**config.mk**
```make
export PLATFORM = sky130hd
export DESIGN_NAME = pv_network_flat
export DESIGN_NICKNAME = d
export VERILOG_FILES = /design/src/rtl/fixed_pkg.sv /design/src/rtl/column_pkg.sv /design/src/rtl/column_state_if.sv /design/src/rtl/pv_interneuron.sv /design/src/rtl/pv_network.sv /design/src/flat_wrapper.sv
export VERILOG_INCLUDE_DIRS = /design/src /design/src/rtl
export SDC_FILE = /design/constraint.sdc
export NUM_CORES = 1
export LEC_CHECK = 0
export ABC_CLOCK_PERIOD_IN_PS = 5360
export BUFFER_PORTS_ARGS = -buffer_cell sky130_fd_sc_hd__buf_2
export CORE_UTILIZATION = 52
export CTS_CLUSTER_DIAMETER = 50
export DETAILED_ROUTE_END_ITERATION = 10
export PLACE_DENSITY_LB_ADDON = 0.2
export SLEW_MARGIN = 20
export SYNTH_ARGS = -nofsm -noshare
export SYNTH_HDL_FRONTEND = slang
export SYNTH_SLANG_ARGS = --single-unit
```
**constraint.sdc**
```tcl
create_clock -name clk -period 5.36 [get_ports clk]
set_clock_uncertainty 0.2 [all_clocks]
set_input_delay 1.34 -clock clk [delete_from_list [all_inputs] [get_ports clk]]
set_output_delay 1.34 -clock clk [all_outputs]
set_load 0.01 [all_outputs]
```
**src/rtl/col_cfg.svh**
```systemverilog
`ifndef COL_CFG_SVH
`define COL_CFG_SVH

// ==============================
// Fixed point format
// ==============================

// Q4.14 sample
`define COL_WIDTH 18
`define COL_FRAC 14

// ==============================
// Layer frequencies
// ==============================

// Angular step per update at the 4 kHz step rate
`define COL_OMEGA_L4 18'sd817
`define COL_OMEGA_L23_SLOW 18'sd1039
`define COL_OMEGA_L23_FAST 18'sd1681
`define COL_OMEGA_L5B 18'sd642
`define COL_OMEGA_L6 18'sd245

// Inter-layer coupling gains in Q4.14
`define COL_K_L4_L23 18'sd6554
`define COL_K_L23_L5 18'sd4915
`define COL_K_L5_L6 18'sd3277
`define COL_K_PAC 18'sd3277
`define COL_K_FB 18'sd3277

// Cubic radius term scaled down by the time step
`define COL_CUBIC_SHIFT 4

// PV+ integrator leak and output gain (0.5)
`define COL_PV_TAU_SHIFT 3
`define COL_K_PV 18'sd8192

`endif

```
**src/rtl/fixed_pkg.sv**
```systemverilog
`default_nettype none

`include "col_cfg.svh"

package fixed_pkg;

    // Signed Q4.14 sample shared by every layer
    typedef logic signed [`COL_WIDTH-1:0] sample_t;

    // Full width product of two samples
    typedef logic signed [2*`COL_WIDTH-1:0] product_t;

endpackage

`default_nettype wire

```
**src/rtl/column_pkg.sv**
```systemverilog
`default_nettype none

package column_pkg;

    // One oscillator state
    // x is the observable output, y the quadrature part
    typedef struct packed {
        fixed_pkg::sample_t x;
        fixed_pkg::sample_t y;
    } osc_state_t;

    // Input drive for each of the four oscillators
    typedef struct packed {
        fixed_pkg::sample_t l4;
        fixed_pkg::sample_t l23;
        fixed_pkg::sample_t l5b;
        fixed_pkg::sample_t l6;
    } layer_drive_t;

endpackage

`default_nettype wire

```
**src/rtl/column_state_if.sv**
```systemverilog
`timescale 1ns/1ps
`default_nettype none

interface column_state_if;

    // Registered state of each layer oscillator
    column_pkg::osc_state_t l4;
    column_pkg::osc_state_t l23;
    column_pkg::osc_state_t l5b;
    column_pkg::osc_state_t l6;

    // Oscillator side
    modport writer (
        output l4,
        output l23,
        output l5b,
        output l6
    );

    // Drive network and PV+ side
    modport reader (
        input l4,
        input l23,
        input l5b,
        input l6
    );

endinterface

`default_nettype wire

```
**src/rtl/pv_interneuron.sv**
```systemverilog
`timescale 1ns/1ps
`default_nettype none

`include "col_cfg.svh"

module pv_interneuron (
    input  wire logic               clk,
    input  wire logic               rst_n,
    input  wire logic               clk_en,
    input  wire fixed_pkg::sample_t pyramid_input,
    output fixed_pkg::sample_t      inhibition
);

    fixed_pkg::sample_t  pv_q;
    fixed_pkg::sample_t  rect;
    fixed_pkg::sample_t  diff;
    fixed_pkg::product_t p_inh;

    // Only excitation drives the basket cell
    assign rect = (pyramid_input < 0) ? '0 : pyramid_input;

    // Leak toward the rectified input
    assign diff = rect - pv_q;

    always_ff @(posedge clk) begin
        if (!rst_n) begin
            pv_q <= '0;
        end else if (clk_en) begin
            pv_q <= pv_q + (diff >>> `COL_PV_TAU_SHIFT);
        end
    end

    // Output gain
    assign p_inh      = pv_q * `COL_K_PV;
    assign inhibition = fixed_pkg::sample_t'(p_inh >>> `COL_FRAC);

endmodule

`default_nettype wire

```
**src/rtl/pv_network.sv**
```systemverilog
`timescale 1ns/1ps
`default_nettype none

module pv_network (
    input  wire logic          clk,
    input  wire logic          rst_n,
    input  wire logic          clk_en,
    column_state_if.reader     col,
    output fixed_pkg::sample_t pv_total
);

    fixed_pkg::sample_t inh_l23;
    fixed_pkg::sample_t inh_l4;
    fixed_pkg::sample_t inh_l5b;

    // Local PING population in L2/3
    pv_interneuron pv_l23 (
        .clk           (clk),
        .rst_n         (rst_n),
        .clk_en        (clk_en),
        .pyramid_input (col.l23.x),
        .inhibition    (inh_l23)
    );

    // Feedforward gating from L4
    pv_interneuron pv_l4 (
        .clk           (clk),
        .rst_n         (rst_n),
        .clk_en        (clk_en),
        .pyramid_input (col.l4.x),
        .inhibition    (inh_l4)
    );

    // Feedback inhibition from L5b
    pv_interneuron pv_l5b (
        .clk           (clk),
        .rst_n         (rst_n),
        .clk_en        (clk_en),
        .pyramid_input (col.l5b.x),
        .inhibition    (inh_l5b)
    );

    // Weights 1, 1/2 and 1/4
    assign pv_total = inh_l23 + (inh_l4 >>> 1) + (inh_l5b >>> 2);

endmodule

`default_nettype wire

```
**src/flat_wrapper.sv**
```systemverilog
// flat-port wrapper written by rule: the top's interface ports become plain ports
module pv_network_flat 
  (clk, rst_n, clk_en, pv_total, col_l4, col_l23, col_l5b, col_l6);
  column_state_if col_i ();
  input  wire logic clk;
  input  wire logic rst_n;
  input  wire logic clk_en;
  output fixed_pkg::sample_t pv_total;
  input wire logic [$bits(col_i.l4)-1:0] col_l4;
  input wire logic [$bits(col_i.l23)-1:0] col_l23;
  input wire logic [$bits(col_i.l5b)-1:0] col_l5b;
  input wire logic [$bits(col_i.l6)-1:0] col_l6;
  assign col_i.l4 = col_l4;
  assign col_i.l23 = col_l23;
  assign col_i.l5b = col_l5b;
  assign col_i.l6 = col_l6;
  pv_network u_core (.clk(clk), .rst_n(rst_n), .clk_en(clk_en), .col(col_i), .pv_total(pv_total));
endmodule
```
Word-level counts from Yosys, hierarchy flattened. Cells that the tools add are included.

Bits of input ports: 147. Bits in registers: 54. Output and inout bits: 18. Word-level logic and storage cells: 17.

$lt $le $gt $ge: 3. Add/sub/neg operators: 8. Muxes and demuxes: 3.

Operators with widths (number): 18-bit by 15-bit adder with 18-bit output (4); 18-bit by 1-bit < comparator with 1-bit output (second input constant) (3); 18-bit 2-to-1 mux (3); 18-bit subtractor (3); 17-bit by 16-bit adder with 18-bit output (1).

Logic depth before layout (Yosys ltp).
Depth in word-level cells: 4. Gate-level depth with buffers: 19. Mapped depth without buffers: 17.

Hierarchy. A second synthesis with hierarchy kept.

Cell total of the unflattened synthesis: 1144. Area, all modules: 9103.7 um2.

By module, submodules not included: pv_interneuron (u_core.pv_l5b) (area each 2681.3 um2, cells an instance 331, instances 1, sequential area each 360.3 um2); pv_interneuron (u_core.pv_l23) (area each 2611.3 um2, cells an instance 339, instances 1, sequential area each 360.3 um2); pv_interneuron (u_core.pv_l4) (area each 2601.2 um2, cells an instance 340, instances 1, sequential area each 360.3 um2); pv_network (area each 1209.9 um2, cells an instance 134, instances 1, sequential area each 0.0 um2).

Worst setup path after synthesis. No wires, ideal clock.

Kind: input to register. From: input port col_l5b[35]. To: register u_core.pv_l5b.pv_q[17]. Path buffers: 0. Arrival time: 4854 ps. Setup slack: 186 ps. Setup time: 121 ps. Cell stages on the path: 17. Cells stage by stage: and2b_1 -> ha_1 -> nor2b_1 -> a311o_1 -> a41oi_4 -> o21bai_1 -> a21o_1 -> a21oi_1 -> xnor2_1 -> ha_1 -> nand3_1 -> a21oi_1 -> a211o_1 -> a2111o_1 -> a311oi_2 -> and3_1 -> nor3_2.

Longest elaborated chain between the ends: 4.

Ends and longest elaborated chain: from (decl) (line flat_wrapper.sv:11) `input wire logic [$bits(col_i.l5b)-1:0] col_l5b;`; 18-bit by 1-bit < comparator with 1-bit output (line pv_interneuron.sv:20) `assign rect = (pyramid_input < 0) ? '0 : pyramid_input;`; 18-bit 2-to-1 mux (*) (line pv_interneuron.sv:20); 18-bit subtractor (*) (line pv_interneuron.sv:23) `assign diff = rect - pv_q;`; 18-bit by 15-bit adder with 18-bit output (*) (line pv_interneuron.sv:29) `` pv_q <= pv_q + (diff >>> `COL_PV_TAU_SHIFT); ``; to (signal assigned) (line pv_interneuron.sv:29); to (decl) (line pv_interneuron.sv:14) `fixed_pkg::sample_t pv_q;`.

Every way passes the cells marked *; elsewhere a longest branch is shown, timed or not. A chain may end at the register's enable or synchronous reset.

Worst setup path after layout. Same ends and word-level chain as after synthesis.

==> flow_metrics.tcl <==
set metrics [dict create \
    placed_cell_area_um2 9040 \
    ys_ff_latch 54 \
    yosysTopAreaCellShare_pct 18.2 \
    drt-initial-drc-count 371 \
    htreeDepth 2 \
    postSynthCellCount 1027 \
    hold_depth 1 \
    outcome "finished, final reports clean" \
    arrival_ns 5.09 \
    met2_wirelength_mm 8.62 \
    r2r_slack_ns 1.15 \
    required_ns 5.36 \
    multiInputGateArea_um2 6670 \
    power.density_nw_per_um2 691 \
    wl_per_cell_um 14.0 \
    r2r-end "u_core.pv_l5b.pv_q[17]" \
    setup_viol 0 \
    wl_met1_mm 9.21 \
    cts_buffer_depth 2 \
    drtPass1Iterations 5 \
    synth.avg_cell_area_um2 7.91 \
    diodes 0 \
    reg2regPathDepth 18 \
    drive_gt1_share_pct 13.4 \
    path_cells "buf_2, and2b_1, ha_1, a21oi_1, nor2b_1, o311ai_1, nand3b_1, a21o_1, a211o_1, xor2_1, ha_1, nand2_1, a21oi_1, a211o_1, a2111o_1, a311oi_2, and3_1, nor3_2" \
    hp-class "reg -> reg" \
    worstSetupPathType "in -> reg" \
    ios 165 \
    cts_tree "done" \
    synthesis.nets 1313 \
    routed_wl_mm 18.6 \
    gp_congestion 0.855 \
    synth_most_common_cell "ha_1" \
    syn_area_um2 8130 \
    cap_viol_max_count 0 \
    synthTopCellsByArea "ha_1 (18%), dfxtp_1 (13%), xnor2_1 (6.1%), nor2b_1 (6.1%), fa_1 (5.2%)" \
    grt_usage_pct 23.6 \
    cts_root_buf "clkbuf_16" \
    initial_utilization_pct 53.5 \
    post-route-min-period_ns 5.10 \
    grt_pass1_vias 6917 \
    whs_ns 0.322 \
    p_int_mw 3.21 \
    synth_ff_type "dfxtp_1" \
    topRoutingLayerUsed "met4" \
    ant_nets 0 \
    dpl.hpwl_mm 15.1 \
    cts_hold_buf 0 \
    vias 7520 \
    stdcell_area_um2 9180 \
    port-buffer-count 74 \
    row_count 45 \
    ys_warn_count 0 \
    die-width_um 127 \
    synth.top_cells.by_count "ha_1 (118), nor2b_1 (79), a21oi_1 (77)" \
    clkPwrFrac_pct 5.1 \
    area_growth_pct 12.9 \
    cp_num_buf_inv 1 \
    timing.final.crit_share_pct 95.1 \
    cp_slowest_cell "a2111o_1" \
    switchingPower_mw 3.13 \
    slowest_delay_ns 0.43 \
    crit_family "compound AO/OA/AOI/OAI gates" \
    synth-edff-count 0 \
    synthArstFlopShare_pct 0 \
    synth_area_leader_cell "ha_1" \
    grt_overflow 0 \
    max_clock_freq_mhz 196 \
    start_kind "input pin" \
    wl_met3_um 514 \
    pwr-share-seq_pct 12.1 \
    numClockSinks 54 \
    slew-limit-headroom_pct 53.7 \
    antenna_found_initial 0 \
    tightest_slew_ns 0.695 \
    cp-end-kind "flop" \
    clk_pin_slew_worst_paths_ns 0.07 \
    maxSlewViolCount 0 \
    grt_pass1_wl_mm 31.3 \
    dieArea_um2 16100 \
    placeableCoreArea_um2 15200 \
    nFillCells 1440 \
    final_hold_viol_count 0 \
    synth.distinct_cells 68 \
    clock_latency_ns 0.30 \
    cts_made_buffers 5 \
    grt_setup_unrepaired "false" \
    ir_drop_uv 241 \
    viasPerCell 5.68 \
    regArea_um2 1080 \
    p_leak_nw 4.43 \
    die_y_um 127 \
    yosysSeqAreaShare_pct 13.3 \
    drc 0 \
    layout.nets 1422 \
    p_sw_share_pct 49.4 \
    grt_max_degree 80 \
    r2r-start "u_core.pv_l5b.pv_q[1]" \
    critPathMaxFanout 8 \
    min_to "u_core.pv_l4.pv_q[2]" \
    hp-start "u_core.pv_l4.pv_q[2]" \
    power_frac_comb_pct 82.7 \
]
==> logic make-up (layout without fill, tap and decap cells) <==
group           after synthesis  after routing  synth area share [%]
simple gates                320            320                  21.4
mux                          26             26                  3.22
flops                        54             54                  13.3
buf+inv                     101            210                  4.67
xor+xnor                     85             85                  9.16
fa+ha+maj                   139            139                  23.3
compound gates              302            302                  24.9
==> worst max-delay path by stage <==
stage | slack (ns) | cells after the start | endpoint | startpoint
after floorplan | 0.19 | 17 | u_core.pv_l5b.pv_q[17] | col_l5b[35]
after global placement | -0.11 | 18 | u_core.pv_l5b.pv_q[17] | col_l5b[35]
after detailed placement | -0.10 | 18 | u_core.pv_l5b.pv_q[17] | col_l5b[35]
after CTS | 0.18 | 18 | u_core.pv_l5b.pv_q[17] | col_l5b[35]
after global routing | 0.01 | 19 | u_core.pv_l5b.pv_q[17] | col_l5b[35]
final | 0.26 | 18 | u_core.pv_l5b.pv_q[17] | col_l5b[35]
==> what timing repair did <==
action | CTS | global route
hold endpoints to repair | 0 | 0
setup buffers | 0 | 0
resized for setup | 0 | 2
endpoints found under the setup margin | 0 | 3
==> metal layers <==
metal / global-route usage [%] / vias to the layer above
met2: 41.6 / 113
li1: - / 3944
met3: 1.97 / 15
met5: 0 / -
met1: 31.5 / 3448
met4: 4.97 / 0
==> power by group through the flow <==
stage | Clock, mW | Combinational, mW | Sequential [mW]
5_1_grt | 0.344 | 5.89 | 0.796
4_1_cts | 0.328 | 5.23 | 0.772
2_1_floorplan | 0 | 3.91 | 0.693
3_3_place_gp | 0 | 5.13 | 0.779
6_report | 0.325 | 5.24 | 0.770
3_5_place_dp | 0 | 5.20 | 0.782
==> layout by cell type, fill, tap and decap left out, types with 4 or more instances in the layout <==
cell type and instances:
and3_1 15, nand2b_1 7, a221oi_1 4, nand4_1 14, xnor2_1 57, or2_2 5
o21ai_0 57, nand3b_1 5, o21bai_1 11, nand4b_1 10, a211o_1 6, ha_1 118
or3_1 4, a21oi_1 77, o21a_1 9, a21o_1 42, xor2_1 28, buf_2 74
inv_1 75, o21ai_1 5, a311o_1 5, a22oi_1 4, fa_1 21, clkbuf_16 5
and2b_1 8, nand2_1 66, and2_1 13, nand3_1 21, nor2b_1 79, mux2i_1 25
a31oi_1 16, o211a_1 7, o31ai_1 7, buf_4 54, nor3_1 11, a211oi_1 9
o211ai_1 11, nor2_1 50, dfxtp_1 54
==> stage by stage <==
step                      cells  setup TNS, ns  utilization [%]  setup slack [ns]  power, mW
after floorplan            1027              0                -             0.186       4.61
after global placement     1317         -0.167             59.5            -0.107       5.91
after detailed placement   1317         -0.182             59.5            -0.104       5.98
after CTS                  1324              0             60.4             0.184       6.33
after global routing       1324              0             60.4            0.0128       7.03
final                      1324              0             60.4             0.264       6.34
==> state kept, by name, summed over array words and instances, names as in the netlist <==
name and count:
u_core.pv_l23.pv_q 18, u_core.pv_l4.pv_q 18, u_core.pv_l5b.pv_q 18
==> cell type report <==
class                      instances  share of cell area, %
clock buffer                       5                   1.36
clock inverter                     2                  0.109
inverter                          75                   3.07
multi-input combinational        872                   72.7
sequential                        54                   11.8
tap                              188                   2.56
timing repair buffer             128                   8.45
(Power assumes the default switching activity.)
